## src/test.riscv.hex

```
// one 128 bit word per line, four rv32 instructions, lowest address in the low 32 bits
// 64 words in address order, four consecutive words make one 512 bit cache line
30529073020282930000029700000093
000000130ff0000ff140257300100093
0000806700112623ff01011300200093
0101011300c120830000001300300093
002081b3002001130010011300400093
0000a28340208233002081b300500093
fe0718e3005120230000a28300600093
00050513000005170000806700700093
00a5a0230015859300b5063300800093
02b506630005a503fff5051300900093
00d777b340b6073300c586b300a00093
001599130107c8b300f6e83300b00093
fe5ff06f0040006f4015d99300c00093
3412907380028293000022b700d00093
0000007305d0089300100f9300e00093
30200073000000130ff0000f00f00093
00000297020282933052907301000093
f140257300000013ff01011301100093
0011262300c120830101011301200093
00200113002081b34020823301300093
0000a28300512023fe0718e301400093
00008067000005170005051301500093
00b5063300158593fff5051301600093
00a5a0230005a50302b5066301700093
00c586b340b6073300d777b301800093
00f6e8330107c8b30015991301900093
4015d9930040006ffe5ff06f01a00093
000022b7800282933412907301b00093
f140257300100f9305d0089301c00093
00000073302000730000001301d00093
ff010113001126230000001301e00093
00c12083010101130000806701f00093
30529073020282930000029702000093
000000130ff0000ff140257302100093
0000806700112623ff01011302200093
0101011300c120830000001302300093
002081b3002001130010011302400093
0000a28340208233002081b302500093
fe0718e3005120230000a28302600093
00050513000005170000806702700093
00a5a0230015859300b5063302800093
02b506630005a503fff5051302900093
00d777b340b6073300c586b302a00093
001599130107c8b300f6e83302b00093
fe5ff06f0040006f4015d99302c00093
3412907380028293000022b702d00093
0000007305d0089300100f9302e00093
30200073000000130ff0000f02f00093
00000297020282933052907303000093
f140257300000013ff01011303100093
0011262300c120830101011303200093
00200113002081b34020823303300093
0000a28300512023fe0718e303400093
00008067000005170005051303500093
00b5063300158593fff5051303600093
00a5a0230005a50302b5066303700093
00c586b340b6073300d777b303800093
00f6e8330107c8b30015991303900093
4015d9930040006ffe5ff06f03a00093
000022b7800282933412907303b00093
f140257300100f9305d0089303c00093
00000073302000730000001303d00093
ff010113001126230000001303e00093
00c12083010101130000806703f00093

```

## src/logic/refill_pkg.sv

```systemverilog
// ------------------------------
// shared definitions of the refill path
// widths, memory timing, image file name
// and the request, beat and response structs
// ------------------------------

`default_nettype none

package refill_pkg;

    // ------------------------------
    // sizes
    localparam int unsigned BEAT_W         = 128;               // one memory word
    localparam int unsigned BEATS_PER_LINE = 4;
    localparam int unsigned LINE_W         = BEAT_W * BEATS_PER_LINE;  // 512
    localparam int unsigned SEQ_W          = 2;                 // beat number 0..3
    localparam int unsigned LINE_ADDR_W    = 4;                 // 16 lines
    localparam int unsigned MEM_BEATS      = 64;                // 16 lines of 4 beats

    // ------------------------------
    // timing
    localparam int unsigned MEM_DELAY      = 6;                 // request edge to first beat
    localparam int unsigned REFILL_LATENCY = MEM_DELAY + 5;     // accept to response, 11
    localparam int unsigned MEM_CNT_W      = $clog2(MEM_DELAY + BEATS_PER_LINE);

    localparam string HEX_FILE = "/design/src/test.riscv.hex";              // riscv test hexdump

    typedef struct packed {
        logic [LINE_ADDR_W-1:0] line_addr;
    } refill_req_t;

    typedef struct packed {
        logic [BEAT_W-1:0] data;
        logic [SEQ_W-1:0]  seq;                                 // slot of this beat in the line
    } mem_beat_t;

    typedef struct packed {
        logic [LINE_ADDR_W-1:0] line_addr;
        logic [LINE_W-1:0]      line;                           // beat 0 in the low bits
    } refill_resp_t;

endpackage : refill_pkg

`default_nettype wire

```

## src/logic/refill_ctrl.sv

```systemverilog
// ------------------------------
// refill controller, one miss at a time
// accept, launch memory request, wait for full line
// ------------------------------

`timescale 1ns/10ps
`default_nettype none

module refill_ctrl (
    input  logic                                clk_i,
    input  logic                                rstn_i,
    input  logic                                req_valid_i,   // sampled only while idle
    input  refill_pkg::refill_req_t             req_i,
    input  logic                                line_full_i,   // all four slots written
    output logic                                mem_req_o,
    output refill_pkg::refill_req_t             mem_req_addr_o,
    output logic                                clear_o,       // empties the slot flags
    output logic                                busy_o,
    output logic                                resp_valid_o,
    output logic [refill_pkg::LINE_ADDR_W-1:0]  resp_addr_o
);
    import refill_pkg::*;

    typedef enum logic [1:0] {
        IDLE,    // waiting for a miss
        LAUNCH,  // memory request goes out
        FILL     // collecting beats
    } state_e;

    state_e      state_q;
    state_e      state_d;
    refill_req_t addr_q;   // address of the pending miss
    logic        accept;
    logic        done;

    assign accept = req_valid_i && (state_q == IDLE);  // requests while busy are dropped
    assign done   = (state_q == FILL) && line_full_i;

    // ------------------------------
    // next state
    always_comb begin
        state_d = state_q;
        case (state_q)
            IDLE: begin
                if (accept) begin
                    state_d = LAUNCH;
                end
            end
            LAUNCH: state_d = FILL;       // request is out this cycle
            FILL: begin
                if (line_full_i) begin
                    state_d = IDLE;       // response cycle, free again next
                end
            end
            default: state_d = IDLE;
        endcase
    end

    always_ff @(posedge clk_i, negedge rstn_i) begin
        if (!rstn_i) begin
            state_q <= IDLE;
        end else begin
            state_q <= state_d;
        end
    end

    // address latch
    always_ff @(posedge clk_i) begin
        if (accept) begin
            addr_q <= req_i;
        end
    end

    // ------------------------------
    // outputs
    assign clear_o        = accept;              // old flags go at the accept edge
    assign mem_req_o      = (state_q == LAUNCH);  // one cycle after acceptance
    assign mem_req_addr_o = addr_q;
    assign busy_o         = (state_q != IDLE);   // high up to and incl. the response cycle
    assign resp_valid_o   = done;
    assign resp_addr_o    = addr_q.line_addr;

endmodule : refill_ctrl

`default_nettype wire

```

## config.mk

```make
export PLATFORM = sky130hd
export DESIGN_NAME = refill_ctrl
export DESIGN_NICKNAME = d
export VERILOG_FILES = /design/src/logic/refill_pkg.sv /design/src/logic/refill_ctrl.sv
export SDC_FILE = /design/constraint.sdc
export NUM_CORES = 1
export LEC_CHECK = 0
export BUFFER_PORTS_ARGS = -buffer_cell sky130_fd_sc_hd__buf_2
export CAP_MARGIN = 10
export CORE_AREA = 2 2 39 41
export CTS_CLUSTER_DIAMETER = 50
export DETAILED_ROUTE_END_ITERATION = 10
export DIE_AREA = 0 0 41 43
export SLEW_MARGIN = 30
export SYNTH_ARGS = -nofsm -noshare
export SYNTH_HDL_FRONTEND = slang
export SYNTH_SLANG_ARGS = --single-unit
```

## constraint.sdc

```tcl
create_clock -name clk_i -period 1.6 [get_ports clk_i]
set_clock_uncertainty 0.2 [all_clocks]
set_input_delay 0.24 -clock clk_i [delete_from_list [all_inputs] [get_ports clk_i]]
set_output_delay 0.24 -clock clk_i [all_outputs]
set_load 0.005 [all_outputs]
```

Word-level counts from Yosys, hierarchy flattened
Index checks and enable logic that the tools add are counted.

storage, ports and cells
  bits in registers = 6
  latch bits = 0
  bits in writable memories = 0
  ROM bits = 0
  input bits = 8
  output and inout port bits = 12
  logic and storage cells = 14
  memories kept = 0

cells by class
  add/sub/neg operators = 0
  $mul = 0
  divide/modulo/power cells = 0
  magnitude comparators = 0
  eq/ne operators = 4
  shifts and indexed selects = 0
  multiplexer cells = 3
  bitwise logic cells = 0
  reduce and logical (&&, ||, !) cells = 5

operator list
  kind                  number
  $pmux W2 S3           1
  $mux W2               2
  $ne A2 B2 Y1 const B  2
  $eq A2 B1 Y1 const B  1
  $eq A2 B2 Y1 const B  1
  $logic_and A1 B1 Y1   2
  $logic_not A2 Y1      1
  $reduce_and A2 Y1     1
  $reduce_bool A2 Y1    1

Logic depth before layout (Yosys ltp)
  depth in word-level cells = 4
  mapped depth = 2
  depth with buffers taken out = 2

Worst setup path before layout
OpenSTA, ideal clock, no wires.

  path type = reg-to-reg
  start = register state_q[0]
  end = register addr_q (netlist bit mem_req_addr_o[0]), enable pin
  setup time = 344 ps
  arrival = 903 ps
  required time = 1056 ps
  setup slack = 152 ps
  stages on the path, launching flop included = 3
  buffers on the path = 0
  period minus slack after synthesis = 1448 ps
  path through = dfrtp_1 -> or2_4 -> nor2_1

on the way
  longest elaborated chain between the ends = 2

RTL lines
  item                      RTL line           source
  start: declaration        refill_ctrl.sv:30  state_e state_q;
  start signal: assignment  refill_ctrl.sv:63  state_q <= state_d;
  $logic_not A2 Y1          refill_ctrl.sv:36  assign accept = req_valid_i && (state_q == IDLE);
  $logic_and A1 B1 Y1       refill_ctrl.sv:36
  net clear_o               refill_ctrl.sv:17  output logic clear_o,
  end signal: assignment    refill_ctrl.sv:70  addr_q <= req_i;
  end: declaration          refill_ctrl.sv:32  refill_req_t addr_q;

The timed path passes the listed nets, and every way through them passes these cells.
A chain may end at the register's enable or synchronous reset.

Worst setup path after layout
  start = register state_q[0]
  end = output port clear_o

on the way
  longest elaborated chain between the ends = 2

RTL lines
  item                 RTL line
  $logic_not A2 Y1     refill_ctrl.sv:36
  $logic_and A1 B1 Y1  refill_ctrl.sv:36
  end: declaration     refill_ctrl.sv:17

No other way between the ends.

==> results by group <==
Drt
  – Wire per inst: around 10 um
  – DR pass1 iterations: 1
  – Overall routed net length: approximately 590 um
  – Post-DRT Antenna Nets: 0
  – Vias/cell: ~3.7
  – First DRT Iteration DRCs: 0
  – DRC: 0
  – Via Count: about 220

STA
  – Unrepaired setup endpoints after global routing: no
  – Worst slew margin: 90.7%
  – Tmin final: roughly 1.5 ns
  – Pins Over Slew Limit: 0
  – TNS Setup: 0 ns
  – Endpoints failing setup: 0
  – Fmax: ~0.65 GHz
  – Final Cycle Share: 96.7%
  – Worst slew pin tran: between 0.1 and 0.15 ns
  – Hold Vio Cnt, Final: 0

Layout
  – Layout area overhead: 72.4%
  – Area of the multi-input gates: about 53 sq um
  – Final core occ: roughly 31%
  – FF+latch area: 170 sq um
  – Layout cell share with drive strength beyond 1: approximately three fifths
  – Number of antenna diodes: 0
  – Final nets: 53
  – FILL cells: 147

Logic synthesis
  – Synth Warn #: 0
  – Post-Synthesis Cells: 18
  – Simple-Gate Fraction of Synth Area: a little under a fifth
  – Post-synth ARST share: about 33%
  – Top_reg_cell synth: edfxtp_1
  – Post-synth EDFFs: 4
  – Synthesized net count: 26
  – Avg Inst Size Synth: 13.8 sq um
  – Cell taking the most area after synthesis: edfxtp_1
  – Register area share after synthesis: between 60% and 70%
  – Largest family of logic cells by synthesized area: simple AND/OR/NAND/NOR gates
  – Area contributors post-synth: edfxtp_1 48%, dfrtp_1 20%, buf_4 12%
  – Most frequent cells after synthesis: 4 x buf_4, 4 x edfxtp_1, 2 x dfrtp_1, 2 x nor2_1
  – Post-Synth Adder-Cell Area: 0%
  – Compound-Gate Fraction of Synth Area: 0%
  – Number of register bits inferred by synthesis: 6
  – Top cell type's share of synthesized area: 48.2%
  – Synthesized area: 249 sq um
  – Synth Area in XOR/XNOR: 0%
  – Multiplexer share of the synthesized area: 0%
  – Synth cell types: 10

Power and ir drop
  – Logic gate share of total power: 34.9%
  – Sw Ratio: between 20% and 30%
  – PwrDens: 1360 nW/um^2
  – Sequential power share: 40.8%
  – Pleak: 0.215 nW
  – Int Pwr: between 0.4 and 0.5 mW
  – P_sw: ~0.17 mW
  – VDD IR max: around 0.0006 V
  – Clock Power Share: 24.3%

Placement
  – Count of input and output buffers: 19
  – Placer Congestion: 0.613

Clock tree
  – CTS sink count: 6
  – Worst-path clk slew: 0.05 ns
  – H-tree depth: 1
  – CTS tree: done
  – Skew-Pair Late Insertion Delay: 0.24 ns
  – Longest Clk Path Bufs: 2
  – Num CTS Buffers: 3
  – Root Driver: clkbuf_4

GRT
  – Largest net degree at the start of global routing: 5
  – Grt ovf: 0
  – Antenna violations before repair: 0
  – Global Route Usage Sum: between 8 and 9%
  – Vias in the first global route: 213
  – First-pass GRT wire length: ~860 um

Floorplanning
  – Boundary pin count: 20
  – Die ar.: around 1800 sq um
  – Die height: about 43 um
  – Die W: between 40 and 50 um
  – Initial Util: ~18%
  – Row count: 14
  – Total core area: around 1400 sq um

Setup path
  – Cell Chain, Critical Path: or2_4, nor2_4, buf_2
  – CP Data Required Time: 1.16 ns
  – Max stage delay on crit path: 0.39 ns
  – Crit path kind: flop to primary output
  – Critical path arrival: around 1.1 ns
  – Crit path max-delay cell type: dfrtp_1
  – Setup crit end kind: primary output
  – Startpoint Class: flop
  – Worst-path maximum fanout: 4

Worst hold path
  – Worst Hold Class: primary input to flop

Flow run
  – Max-cap viol count: 0

Status
  – Outcome: complete, no violations
routing by layer:
metal / up-vias / wire length, um / track usage, %
li1: 106 / - / -
met1: 90 / 272 / 9.33
met5: - / 0 / 0
met2: 20 / 236 / 10.3
met3: 0 / 82 / 6.28
met4: 0 / 0 / 4.00
final cells by class:
cell class	count	share of cell area (%)
flip-flops and latches	6	39.7
repair buffers	26	37.3
multi-input cells	7	12.2
clock buffers	3	5.25
well taps	16	4.66
inverters	1	0.875
stage by stage:
stage	power, mW	setup WS (ns)	instances	instance area (sq um)	hold slack, ns
5_1_grt	0.631	0.000863	59	429	0.0539
6_report	0.583	0.0528	59	429	0.0662
2_1_floorplan	0.335	0.152	18	249	-0.256
3_3_place_gp	0.410	0.225	50	342	-0.168
4_1_cts	0.566	0.00367	58	414	0.0212
3_5_place_dp	0.413	0.199	50	342	-0.170
power by group through the flow:
stage          clock [mW]  sequential (mW)  combinational, mW
6_report            0.142            0.238              0.204
5_1_grt             0.161            0.242              0.228
4_1_cts             0.144            0.239              0.183
3_5_place_dp            0            0.241              0.173
3_3_place_gp            0            0.239              0.171
2_1_floorplan           0            0.238             0.0978
cells by family (layout without fill, tap and decap cells):
family	count (synthesis)	in the layout
AND/OR/NAND/NOR	7	7
buffers and inverters	5	30
flip-flops	6	6
layout by cell type (no fill, tap or decap):
cell | netlist | final
and3b_1 | 1 | 1
buf_2 | 0 | 19
buf_4 | 4 | 2
clkbuf_4 | 0 | 3
dfrtp_1 | 2 | 2
dlygate4sd3_1 | 0 | 5
edfxtp_1 | 4 | 4
inv_1 | 1 | 1
nor2_1 | 2 | 1
nor2_4 | 0 | 1
nor2b_1 | 1 | 1
nor3b_1 | 1 | 1
or2_1 | 1 | 1
or2_4 | 1 | 1
sequential cells by signal, summed over array words and instances (netlist names):
signal and count:
mem_req_addr_o 4, state_q 2
critical path: cells and delay by family, from the launching register on:
family	cells	cell delay, ns
buffers and inverters	1	0.11
DFF	1	0.39
and+or+nand+nor	2	0.37
worst paths after layout:
path | slack (ns) | end | from | depth (start not counted)
max | 0.05 | clear_o | state_q[0] | 3
min | 0.07 | state_q[0] | req_valid_i | 3
max reg2reg | 0.23 | mem_req_addr_o[0] | state_q[0] | 3
min reg2reg | 0.39 | state_q[0] | state_q[0] | 2
max in group asynchronous | 0.98 | state_q[1] | rstn_i | 2
min in group asynchronous | 0.12 | state_q[0] | rstn_i | 2
repair_timing:
item / CTS / global route
endpoints found under the setup margin: 0 / 1
setup buffers: 0 / 1
resized for setup: 0 / 2
hold endpoints to repair: 6 / 0
hold buffers: 5 / 0
Note: power is estimated with default switching activity, not from simulation.
