===== src/test.riscv.hex =====
// one 128 bit word per line, four rv32 instructions, lowest address in the low 32 bits
// 64 words in address order, four consecutive words make one 512 bit cache line
30529073020282930000029700000093
000000130ff0000ff140257300100093
0000806700112623ff01011300200093
0101011300c120830000001300300093
002081b3002001130010011300400093
0000a28340208233002081b300500093
fe0718e3005120230000a28300600093
00050513000005170000806700700093
00a5a0230015859300b5063300800093
02b506630005a503fff5051300900093
00d777b340b6073300c586b300a00093
001599130107c8b300f6e83300b00093
fe5ff06f0040006f4015d99300c00093
3412907380028293000022b700d00093
0000007305d0089300100f9300e00093
30200073000000130ff0000f00f00093
00000297020282933052907301000093
f140257300000013ff01011301100093
0011262300c120830101011301200093
00200113002081b34020823301300093
0000a28300512023fe0718e301400093
00008067000005170005051301500093
00b5063300158593fff5051301600093
00a5a0230005a50302b5066301700093
00c586b340b6073300d777b301800093
00f6e8330107c8b30015991301900093
4015d9930040006ffe5ff06f01a00093
000022b7800282933412907301b00093
f140257300100f9305d0089301c00093
00000073302000730000001301d00093
ff010113001126230000001301e00093
00c12083010101130000806701f00093
30529073020282930000029702000093
000000130ff0000ff140257302100093
0000806700112623ff01011302200093
0101011300c120830000001302300093
002081b3002001130010011302400093
0000a28340208233002081b302500093
fe0718e3005120230000a28302600093
00050513000005170000806702700093
00a5a0230015859300b5063302800093
02b506630005a503fff5051302900093
00d777b340b6073300c586b302a00093
001599130107c8b300f6e83302b00093
fe5ff06f0040006f4015d99302c00093
3412907380028293000022b702d00093
0000007305d0089300100f9302e00093
30200073000000130ff0000f02f00093
00000297020282933052907303000093
f140257300000013ff01011303100093
0011262300c120830101011303200093
00200113002081b34020823303300093
0000a28300512023fe0718e303400093
00008067000005170005051303500093
00b5063300158593fff5051303600093
00a5a0230005a50302b5066303700093
00c586b340b6073300d777b303800093
00f6e8330107c8b30015991303900093
4015d9930040006ffe5ff06f03a00093
000022b7800282933412907303b00093
f140257300100f9305d0089303c00093
00000073302000730000001303d00093
ff010113001126230000001303e00093
00c12083010101130000806703f00093


===== src/logic/refill_pkg.sv =====
// ------------------------------
// shared definitions of the refill path
// widths, memory timing, image file name
// and the request, beat and response structs
// ------------------------------

`default_nettype none

package refill_pkg;

    // ------------------------------
    // sizes
    localparam int unsigned BEAT_W         = 128;               // one memory word
    localparam int unsigned BEATS_PER_LINE = 4;
    localparam int unsigned LINE_W         = BEAT_W * BEATS_PER_LINE;  // 512
    localparam int unsigned SEQ_W          = 2;                 // beat number 0..3
    localparam int unsigned LINE_ADDR_W    = 4;                 // 16 lines
    localparam int unsigned MEM_BEATS      = 64;                // 16 lines of 4 beats

    // ------------------------------
    // timing
    localparam int unsigned MEM_DELAY      = 6;                 // request edge to first beat
    localparam int unsigned REFILL_LATENCY = MEM_DELAY + 5;     // accept to response, 11
    localparam int unsigned MEM_CNT_W      = $clog2(MEM_DELAY + BEATS_PER_LINE);

    localparam string HEX_FILE = "/design/src/test.riscv.hex";              // riscv test hexdump

    typedef struct packed {
        logic [LINE_ADDR_W-1:0] line_addr;
    } refill_req_t;

    typedef struct packed {
        logic [BEAT_W-1:0] data;
        logic [SEQ_W-1:0]  seq;                                 // slot of this beat in the line
    } mem_beat_t;

    typedef struct packed {
        logic [LINE_ADDR_W-1:0] line_addr;
        logic [LINE_W-1:0]      line;                           // beat 0 in the low bits
    } refill_resp_t;

endpackage : refill_pkg

`default_nettype wire


===== src/logic/beat_assembler.sv =====
// ------------------------------
// line buffer for incoming memory beats
// slot picked by seq, full flag per slot
// ------------------------------

`timescale 1ns/10ps
`default_nettype none

module beat_assembler (
    input  logic                           clk_i,
    input  logic                           rstn_i,
    input  logic                           clear_i,       // start of a new line
    input  logic                           beat_valid_i,
    input  refill_pkg::mem_beat_t          beat_i,
    output logic [refill_pkg::LINE_W-1:0]  line_o,
    output logic                           line_full_o
);
    import refill_pkg::*;

    logic [LINE_W-1:0]         line_q;    // assembled line, beat 0 lowest
    logic [BEATS_PER_LINE-1:0] filled_q;  // one written flag per slot

    // ------------------------------
    // slot flags
    always_ff @(posedge clk_i, negedge rstn_i) begin
        if (!rstn_i) begin
            filled_q <= '0;
        end else if (clear_i) begin
            filled_q <= '0;
        end else if (beat_valid_i) begin
            filled_q[beat_i.seq] <= 1'b1;  // any arrival order
        end
    end

    // line data stays put until overwritten by the next refill
    always_ff @(posedge clk_i) begin
        if (beat_valid_i) begin
            line_q[beat_i.seq * BEAT_W +: BEAT_W] <= beat_i.data;
        end
    end

    assign line_o      = line_q;
    assign line_full_o = &filled_q;

endmodule : beat_assembler

`default_nettype wire


===== config.mk =====
export PLATFORM = sky130hd
export DESIGN_NAME = beat_assembler
export DESIGN_NICKNAME = d
export VERILOG_FILES = /design/src/logic/refill_pkg.sv /design/src/logic/beat_assembler.sv
export SDC_FILE = /design/constraint.sdc
export NUM_CORES = 1
export LEC_CHECK = 0
export BUFFER_PORTS_ARGS = -buffer_cell sky130_fd_sc_hd__buf_2
export CAP_MARGIN = 20
export CELL_PAD_IN_SITES_DETAIL_PLACEMENT = 1
export CELL_PAD_IN_SITES_GLOBAL_PLACEMENT = 1
export CORE_UTILIZATION = 30
export CTS_CLUSTER_DIAMETER = 30
export DETAILED_ROUTE_END_ITERATION = 16
export PLACE_DENSITY = 0.72
export SETUP_SLACK_MARGIN = 0.02
export SLEW_MARGIN = 20
export SYNTH_ARGS = -nofsm -noshare
export SYNTH_HDL_FRONTEND = slang
export SYNTH_SLANG_ARGS = --single-unit
export TNS_END_PERCENT = 5

===== constraint.sdc =====
create_clock -name clk_i -period 1.05 [get_ports clk_i]
set_input_delay 0.105 -clock clk_i [delete_from_list [all_inputs] [get_ports clk_i]]
set_output_delay 0.105 -clock clk_i [all_outputs]
set_load 0.01 [all_outputs]

---- After elaboration in Yosys (flattened, before gate mapping) ----
Cells that the tools add are included.
cells by class
  $lt $le $gt $ge ......................... 2
  shift-type cells ........................ 2
  add/subtract/negate cells ............... 1
  bitwise logic cells ..................... 1
  reduce and logical (&&, ||, !) cells .... 3
  mux-type cells .......................... 5
operators by type and width
  kind                        number
  $bwmux 512                  1
  $shift 128x34->512 const A  1
  $shiftx 128x34->512         1
  $neg 9->34                  1
  $mux 4                      2
  $or 4x4->4                  1
  $reduce_and 4->1            1
  $lt 2x3->1 const B          1
  $demux 1 s2                 1
  $ge 2x1->1 const B          1
  $reduce_bool 2->1           1
  $logic_and 1x1->1           1
  $mux 1                      1
storage, ports and cells
  output and inout port bits .............. 513
  register bits ........................... 516
  input bits .............................. 134

---- Depth between registers and ports, before layout ----
Gate-level depths: netlist (run 1).
  depth after elaboration ................. 7
  mapped depth ............................ 9
  depth with buffers taken out ............ 4

---- Worst setup path before layout (run 1) ----
Ideal clock, no wire load.
  kind .................................... input port to flip-flop
  from .................................... in beat_i[0] (netlist bit)
  to ...................................... reg line_q[0], in the netlist line_o[0], enable pin
  slack ................................... -3,115 ps
  arrival ................................. 3,662 ps
  stages .................................. 5
  cells stage by stage .................... buf_2 inv_1 ha_1 buf_2 and2_1
RTL lines
  item                             RTL line              source
  from (decl)                      beat_assembler.sv:14  input refill_pkg::mem_beat_t beat_i,
  to (signal, indexed assignment)  beat_assembler.sv:38  line_q[beat_i.seq * BEAT_W +: BEAT_W] <= beat_i.data;
  to (decl)                        beat_assembler.sv:20  logic [LINE_W-1:0] line_q;

---- Final worst setup path (run 1) ----
  from .................................... reg filled_q[0]
  to ...................................... out line_full_o
between the ends
  longest elaborated chain between the ends .. 1
RTL lines
  item                               RTL line              source
  from (decl)                        beat_assembler.sv:21  logic [BEATS_PER_LINE-1:0] filled_q;
  from (signal assigned)             beat_assembler.sv:27  filled_q <= '0;
  from (signal assigned)             beat_assembler.sv:29  filled_q <= '0;
  from (signal, indexed assignment)  beat_assembler.sv:31  filled_q[beat_i.seq] <= 1'b1;
  $reduce_and 4->1                   beat_assembler.sv:43  assign line_full_o = &filled_q;
  to (decl)                          beat_assembler.sv:16  output logic line_full_o
No other way between the ends.

==> results of run 1 <==
[layer usage]
metal	track usage	routed length [um]
met2	0.377	37100
met5	0	13
met4	0.117	3370
met3	0.0473	4070
met1	0.239	26300
[registers in the layout (all words and copies together) (netlist names)]
signal,flops
line_o,512
filled_q,4
[path summary, 6_finish.rpt]
kind,end,slack [ps],depth (start not counted)
worst max-delay path,line_full_o,-420,2
worst min-delay path,line_o[494]$_DFFE_PP_,70,3
worst max register to register,filled_q[2]$_DFFE_PN0P_,250,3
worst min register to register,filled_q[1]$_DFFE_PN0P_,530,2
max in group asynchronous,filled_q[0]$_DFFE_PN0P_,470,3
min in group asynchronous,filled_q[1]$_DFFE_PN0P_,400,3
[per-stage QoR]
| stage | setup WS, ps | cell area, um^2 | hold slack, ps |
|---|---|---|---|
| 2_1_floorplan | -812 | 19300 | -191 |
| 3_3_place_gp | -632 | 24800 | -88.6 |
| 3_5_place_dp | -708 | 24800 | -85.6 |
| 4_1_cts | -444 | 29900 | 0.770 |
| 5_1_grt | -482 | 30000 | 50.5 |
| 6_report | -418 | 30000 | 68.7 |
[kinds of logic (layout without fill, tap and decap cells)]
family	Yosys count	in the layout	synth area share
buf+inv	75	1103	0.0180
fa+ha+maj	7	7	0.00455
flops	516	516	0.803
other cells	0	1	0
compound gates	4	4	0.00104
simple gates	533	533	0.173
[what timing repair did]
action / CTS / global route
resized for setup: 15 / 23
hold buffers: 133 / 0
pin swaps: 2 / 3
buffers inserted: 2 / 0
setup endpoints to repair: 586 / 581
endpoints found under the hold margin: 520 / 0
[power by group through the flow]
stage	logic (uW)	registers, uW	clock network, uW
after global placement	3960	24200	0
after global routing	4840	24000	35900
after CTS	4570	23900	34800
after floorplan	1000	24700	0
final	4600	23900	34500
after detailed placement	4090	24300	0
[cell usage in the layout (no fill, tap or decap), types with 4 or more instances in the layout]
cell / instances
clkinv_2: 18
clkbuf_16: 109
buf_4: 75
clkbuf_8: 5
a21oi_1: 4
and3_1: 156
dlygate4sd3_1: 133
buf_2: 625
ha_1: 6
and2_1: 345
nor2_1: 6
bufinv_16: 15
clkinvlp_4: 7
clkinv_1: 18
clkbuf_1: 19
dfrtp_1: 4
buf_6: 21
edfxtp_1: 512
and2_4: 11
buf_12: 46
clkinv_16: 4
[critical path: stages (launching register included)]
cell and delay [ps]:
dfrtp_1 380, and4_1 220, buf_6 130
[layout make-up]
class / instances / share of cell area
Sequential cell: 516 / 0.516
Timing Repair Buffer: 900 / 0.206
Inverter: 2 / 0.000584
Antenna cell: 1 / 0.0000835
Clock buffer: 133 / 0.0956
Tap cell: 846 / 0.0353
Multi-Input combinational cell: 544 / 0.118
Clock inverter: 68 / 0.0282
==> metrics.csv, run 1 <==
metric,value,unit
DR vias/cell,4.59,
final setup margin,-418,ps
register area,15500,um^2
DRT Wirelength,70900,um
Worst setup EP type,output pin,
top cell type's share of synthesized area,0.798,
number of global-route vias before repair,15400,
global-route wire length before repair,104000,um
CP Class,reg2out,
drt first pass iters,5,
Pwr Total,63000,uW
Slew headroom,0.756,
largest area contributor in the netlist,edfxtp_1,
initial core utilization,0.304,
critical path startpoint category,flip-flop,
CP startpoint,filled_q[0]$_DFFE_PN0P_,
GRT Total Usage,0.214,
PwrDens,2100,nW/um^2
hold_sp,beat_valid_i,
Synth warnings,0,
Slew Limit Fails,0,
Static Leak,0.0113,uW
Post-synth EDFFs,512,
I/O Pins,647,
Die ar.,65200,um^2
vias,13800,
H-tree depth,3,
Min-Delay Path Class,in2reg,
skew final,0,ps
CTS root buf,clkbuf_16,
clk_lat worst skew,630,ps
P&R area growth vs syn,55.6,%
internal power,48600,uW
initial drt markers,859,
Residual DRC,0,
most frequent cells after synthesis,"edfxtp_1, and2_1, and3_1",
post-synth cell types,24,
Seq pwr share,0.380,
clk buf depth,3,
clock sink total,516,
ys async rst share,0.00775,
Finish-stage setup viols,513,
HPWL after DPL,47300,um
"Cell Area, Synth",19300,um^2
DP Cell Count,2673,
most common cell in the netlist,edfxtp_1,
Buffers on Ports,646,
final hold violation count,0,
Synth Flop Type,edfxtp_1,
RSZ-0062 raised after global routing,true,
Non-Filler Instances,3010,
Final Util,0.474,
gr ovfl total,0,
Nets,2213,
RD Place Congestion,0.842,
Core ar.,63300,um^2
P_sw,14400,uW
Net Sw Frac,0.229,
Max Fclk,0.681,GHz
Mapped Cells,1135,
Setup TNS Final,-109040,ps
Rows,92,
worst vdd rail ir drop,1.90,mV
Die X,255,um
CP max FO,2,
Seq cells post-synth,516,
initial antenna violation count,3,
Worst-Margin Slew,367,ps
Die Ht,255,um
total CTS buffers,108,
share of the yosys chip area belonging to registers,0.803,
Clk network pwr share,0.547,
launch point of the worst reg-to-reg path,filled_q[2]$_DFFE_PN0P_,
Final min period,1470,ps
CTS tree,built,
largest net degree at the start of global routing,53,
critical path arrival,1360,ps
status,"complete, but fails checks",
Worst-path clk slew,40,ps
share of layout cells above drive strength 1,0.441,
ranking of synthesized cells by area,"edfxtp_1, and2_1, and3_1, clkbuf_1, clkbuf_2",
DR WL/cell,23.5,um
syn nets,1276,
violated checks,negative setup slack,
Final Cycle Share,1.40,
area of the multi-input gates,3540,um^2
critical path required time,940,ps
fillers,6516,
antenna violation net count after detailed routing,0,
max-cap viol count,0,
Syn Area/Cell,17.0,um^2
combinational power share,0.073,
Power figures use the tool's default switching activity.
==> inputs of run 2 (changes only) <==
--- a/config.mk
+++ b/config.mk
@@ -14,6 +14,7 @@
 export DETAILED_ROUTE_END_ITERATION = 16
 export PLACE_DENSITY = 0.72
 export SETUP_SLACK_MARGIN = 0.02
+export SKIP_LAST_GASP = 1
 export SLEW_MARGIN = 20
 export SYNTH_ARGS = -nofsm -noshare
 export SYNTH_HDL_FRONTEND = slang
==> constraint.sdc (replaced) <==
create_clock -name clk_i -period 1.6 [get_ports clk_i]
set_input_delay 0.16 -clock clk_i [delete_from_list [all_inputs] [get_ports clk_i]]
set_output_delay 0.16 -clock clk_i [all_outputs]
set_load 0.01 [all_outputs]
==> run 2 against run 1 <==
Against the previous run:
- the flow now finishes without violations
- die area unchanged
- register-to-register slack worse by 20 ps
- final area down 0.99%
- combinational power down 36%
- clock power down 35%
- clock skew unchanged
- setup slack better by 500 ps
- largest cell class unchanged
==> metrics.csv, run 2 (synthesis gave the netlist of run 1 again) <==
metric,value,unit
status,finished clean,
PwrDens,1380,nW/um^2
P_sw,9520,uW
Final Cycle Share,0.951,
DR WL/cell,23.2,um
Seq pwr share,0.384,
total CTS buffers,107,
CP startpoint,filled_q[2]$_DFFE_PN0P_,
Buffers on Ports,646,
Finish-stage setup viols,0,
DRT Wirelength,69600,um
CP bufs+invs,1,
RSZ-0062 raised after global routing,true,
antenna violation net count after detailed routing,0,
CP max stage delay,380,ps
launch point of the worst reg-to-reg path,filled_q[3]$_DFFE_PN0P_,
critical path required time,1440,ps
global-route wire length before repair,102000,um
Nets,2204,
slowest cell on the critical path,dfrtp_1,
combinational power share,0.072,
Static Leak,0.0111,uW
RR Endpoint,filled_q[3]$_DFFE_PN0P_,
I/O Pins,647,
Worst setup EP type,output pin,
max FFs per register,512,
Max Fclk,0.657,GHz
most frequent cells in the layout,"buf_2, edfxtp_1, and2_1",
fillers,6525,
Min-Delay Path Class,in2reg,
GRT Total Usage,0.210,
Worst-Margin Slew,450,ps
worst hold path cell count,2,
final hold slack,28.9,ps
share of layout cells above drive strength 1,0.436,
Slew headroom,0.699,
vias,13700,
Residual DRC,0,
internal power,31400,uW
clk buf depth,3,
Core ar.,63300,um^2
initial core utilization,0.304,
Place WS,-221,ps
R2R setup slack,230,ps
CP max FO,2,
Rows,92,
top cell family by delay on the critical path,flip-flops,
CTS tree,built,
R2R cell count,4,
Final min period,1520,ps
gr ovfl total,0,
"commonest non-fill, non-tap cell in the layout",buf_2,
initial drt markers,814,
RD Place Congestion,0.835,
clk_lat worst skew,630,ps
hold_sp,beat_i[99],
Clk network pwr share,0.544,
final hold violation count,0,
H-tree depth,3,
CTS root buf,clkbuf_16,
Hold Path End,line_o[353]$_DFFE_PP_,
worst vdd rail ir drop,1.17,mV
final setup margin,78.9,ps
critical path startpoint category,flip-flop,
P&R area growth vs syn,54.1,%
skew final,0,ps
HPWL after DPL,46200,um
Die Ht,255,um
critical path arrival,1360,ps
number of global-route vias before repair,15300,
max-cap viol count,0,
drt first pass iters,4,
largest net degree at the start of global routing,53,
Slew Limit Fails,0,
Die X,255,um
initial antenna violation count,3,
clock sink total,516,
Die ar.,65200,um^2
Net Sw Frac,0.233,
CP Class,reg2out,
DR vias/cell,4.57,
Worst-path clk slew,50,ps
CP Cell Sequence,and4_1 > buf_6,
run 2: cell count changes in the layout (fill, tap and decap cells not counted), sizes merged:
cell | previous run | this run
buf | 767 | 760
clkinv | 42 | 53
clkbuf | 133 | 121
clkinvlp | 7 | 9
bufinv | 15 | 14
inv | 6 | 7
dlygate4sd3 | 133 | 132
diode | 1 | 2
run 2: how the worst max path moves through the flow:
stage                                        to  slack, ps  cells after the start
after floorplan             line_o[0]$_DFFE_PP_       -320                      5
after global placement    line_o[366]$_DFFE_PP_       -130                      7
after detailed placement    line_o[8]$_DFFE_PP_       -220                      7
after CTS                           line_full_o         20                      2
after global routing                line_full_o         10                      2
final                               line_full_o         80                      2
run 2: repair_timing:
| item | CTS | global route |
|---|---|---|
| pin swaps | 0 | 1 |
| setup endpoints to repair | 1 | 1 |
| hold buffers | 132 | 0 |
| setup buffers | 1 | 1 |
| endpoints found under the hold margin | 516 | 0 |
| gates resized for setup | 0 | 2 |
run 2: power groups by stage:
stage	registers, uW	logic (uW)	clock network [uW]
floorplan	16200	658	0
global placement	15900	2580	0
detailed placement	15900	2650	0
CTS	15700	2950	22400
global route	15700	3120	23100
finish	15700	2960	22300
run 2: final cells by class:
cell class | count | area [um^2] | share of cell area
clock inverters | 81 | 882 | 0.0297
multi-input cells | 544 | 3520 | 0.119
repair buffers | 892 | 5980 | 0.201
inverters | 2 | 15.0 | 0.000506
well taps | 846 | 1060 | 0.0357
clock buffers | 121 | 2750 | 0.0927
flip-flops and latches | 516 | 15500 | 0.521
diodes | 2 | 5.00 | 0.000169
run 2: per-layer routing:
metal  vias to the layer above  part of all wire  GRT usage
met1                      6896              0.37      0.232
li1                       6002                 -          -
met5                         -                 0          0
met2                       625              0.52      0.371
met4                         0             0.048      0.109
met3                       196             0.062     0.0520
run 2: stage by stage:
step / cell area, um^2 / total power (uW) / util / instances / setup TNS [ps]
3_3_place_gp: 24700 / 18500 / 0.390 / 2666 / -44860
6_report: 29700 / 40900 / 0.469 / 3004 / 0
5_1_grt: 29700 / 42000 / 0.469 / 3003 / 0
4_1_cts: 29700 / 41100 / 0.469 / 3001 / 0
3_5_place_dp: 24700 / 18600 / 0.390 / 2666 / -73230
2_1_floorplan: 19300 / 16900 / - / 1135 / -104340
==> inputs of run 3 (changes only) <==
--- a/config.mk
+++ b/config.mk
@@ -7,7 +7,7 @@
 export LEC_CHECK = 0
 export BUFFER_PORTS_ARGS = -buffer_cell sky130_fd_sc_hd__buf_2
 export CAP_MARGIN = 20
-export CELL_PAD_IN_SITES_DETAIL_PLACEMENT = 1
+export CELL_PAD_IN_SITES_DETAIL_PLACEMENT = 0
 export CELL_PAD_IN_SITES_GLOBAL_PLACEMENT = 1
 export CORE_UTILIZATION = 30
 export CTS_CLUSTER_DIAMETER = 30
==> run 3 against run 2 <==
Against the previous run:
- global-route usage down 2.7 points
- combinational power down 3%
- critical path depth unchanged
- setup slack better by 15 ps
- routed wire length down 13%
- non-clock buffer count down 2
- hold slack better by 40 ps
- final area up 0.16%
- maximum frequency up 1.0%
- final cell count down 0.37%
- via count down 2.6%
- clock-buffer cell count down 9
==> metrics.csv, run 3 (synthesis gave the netlist of run 1 again) <==
metric,value,unit
status,finished clean,
final hold violation count,0,
CP Class,reg2out,
Max Fclk,0.664,GHz
clk buf depth,3,
initial drt markers,1028,
critical path startpoint category,flip-flop,
skew final,0,ps
number of global-route vias before repair,14000,
Die ar.,65200,um^2
Slew Limit Fails,0,
CTS tree,built,
CP max FO,2,
Buffers on Ports,646,
gr ovfl total,0,
area of the multi-input gates,3520,um^2
Die Ht,255,um
Min-Delay Path Class,in2reg,
M2 GR Usage,0.306,
fillers,5570,
antenna violation net count after detailed routing,0,
most frequent cells in the layout,"buf_2, edfxtp_1, and2_1",
Finish-stage setup viols,0,
DR vias/cell,4.46,
largest net degree at the start of global routing,53,
slowest cell on the critical path,dfrtp_1,
Nets,2199,
post_cts resized,0,
grt met3 use,0.0404,
vias,13400,
post-CTS setup buffers,0,
drt first pass iters,6,
"commonest non-fill, non-tap cell in the layout",buf_2,
Residual DRC,0,
GRT Total Usage,0.183,
register area,15500,um^2
global-route wire length before repair,89700,um
P&R area growth vs syn,54.4,%
max-cap viol count,0,
GR peak layer,met2,
worst vdd rail ir drop,1.01,mV
clock sink total,516,
clk_lat worst skew,620,ps
Core ar.,63300,um^2
CP max stage delay,370,ps
Die X,255,um
Worst setup EP type,output pin,
Worst-Margin Slew,466,ps
Setup TNS Final,0,ps
Worst-path clk slew,50,ps
met1 Usage GRT,0.220,
RSZ-0062 raised after global routing,false,
Slew headroom,0.689,
share of layout cells above drive strength 1,0.441,
critical path required time,1440,ps
total CTS buffers,104,
critical path arrival,1350,ps
I/O Pins,647,
DR WL/cell,20.3,um
DRT Wirelength,60800,um
Final min period,1510,ps
cts hold-fix bufs,132,
Static Leak,0.0112,uW
Rows,92,
H-tree depth,3,
initial antenna violation count,1,
CP Cell Sequence,and4_1 > buf_2,
Non-Filler Instances,2993,
CTS root buf,clkbuf_16,
PwrDens,1380,nW/um^2
HPWL after DPL,42900,um
Final Cycle Share,0.941,
max FFs per register,512,
DP Cell Count,2666,
RD Place Congestion,0.835,
initial core utilization,0.304,
[run 3: cell types whose count changed in the layout (fill, tap and decap cells not counted), sizes merged]
cell,previous run,this run
clkbuf,121,112
diode,2,1
inv,7,18
clkinv,53,38
buf,760,758
bufinv,14,19
[run 3: path summary, 6_finish.rpt]
path	startpoint	end	slack (ps)	cells after the start
setup reg to reg	filled_q[1]$_DFFE_PN0P_	filled_q[1]$_DFFE_PN0P_	380	3
hold reg to reg	filled_q[2]$_DFFE_PN0P_	filled_q[2]$_DFFE_PN0P_	500	2
max in group asynchronous	rstn_i	filled_q[3]$_DFFE_PN0P_	980	3
hold / removal	beat_i[1]	filled_q[2]$_DFFE_PN0P_	70	5
setup / recovery	filled_q[3]$_DFFE_PN0P_	line_full_o	90	2
min in group asynchronous	rstn_i	filled_q[2]$_DFFE_PN0P_	450	3
[run 3: critical path: cells and delay by family, from the launching register on]
kind | cells | cell delay, ps
flops | 1 | 370
simple gates | 1 | 200
buf+inv | 1 | 150
[run 3: final cells by class]
cell class,count,share of cell area
Sequential cell,516,0.520
Timing Repair Buffer,890,0.200
Multi-Input combinational cell,544,0.118
Clock buffer,112,0.0892
Tap cell,846,0.0356
Clock inverter,82,0.0354
Inverter,2,0.000505
Antenna cell,1,0.0000842
[run 3: metal layers]
layer	share of wire	up-vias
met5	0	-
met4	0.047	0
met3	0.066	160
met2	0.50	630
met1	0.39	6569
li1	-	5998
[run 3: where the power goes]
group          total (uW)  switching [uW]  internal (uW)
Clock               22600            7450          15200
Combinational        2860            1620           1240
Sequential          15700             160          15500
Total               41200            9230          31900
[run 3: stage by stage]
| stage | instance area, um^2 | power [uW] | hold slack (ps) | worst slack, ps | utilization |
|---|---|---|---|---|---|
| after floorplan | 19300 | 16900 | -136 | -317 | - |
| after global placement | 24700 | 18500 | -32.2 | -132 | 0.390 |
| after detailed placement | 24700 | 18500 | -29.3 | -183 | 0.390 |
| after CTS | 29700 | 41500 | 18.6 | 33.7 | 0.470 |
| after global routing | 29700 | 42300 | 47.8 | 29.8 | 0.470 |
| final | 29700 | 41200 | 68.8 | 94.0 | 0.470 |
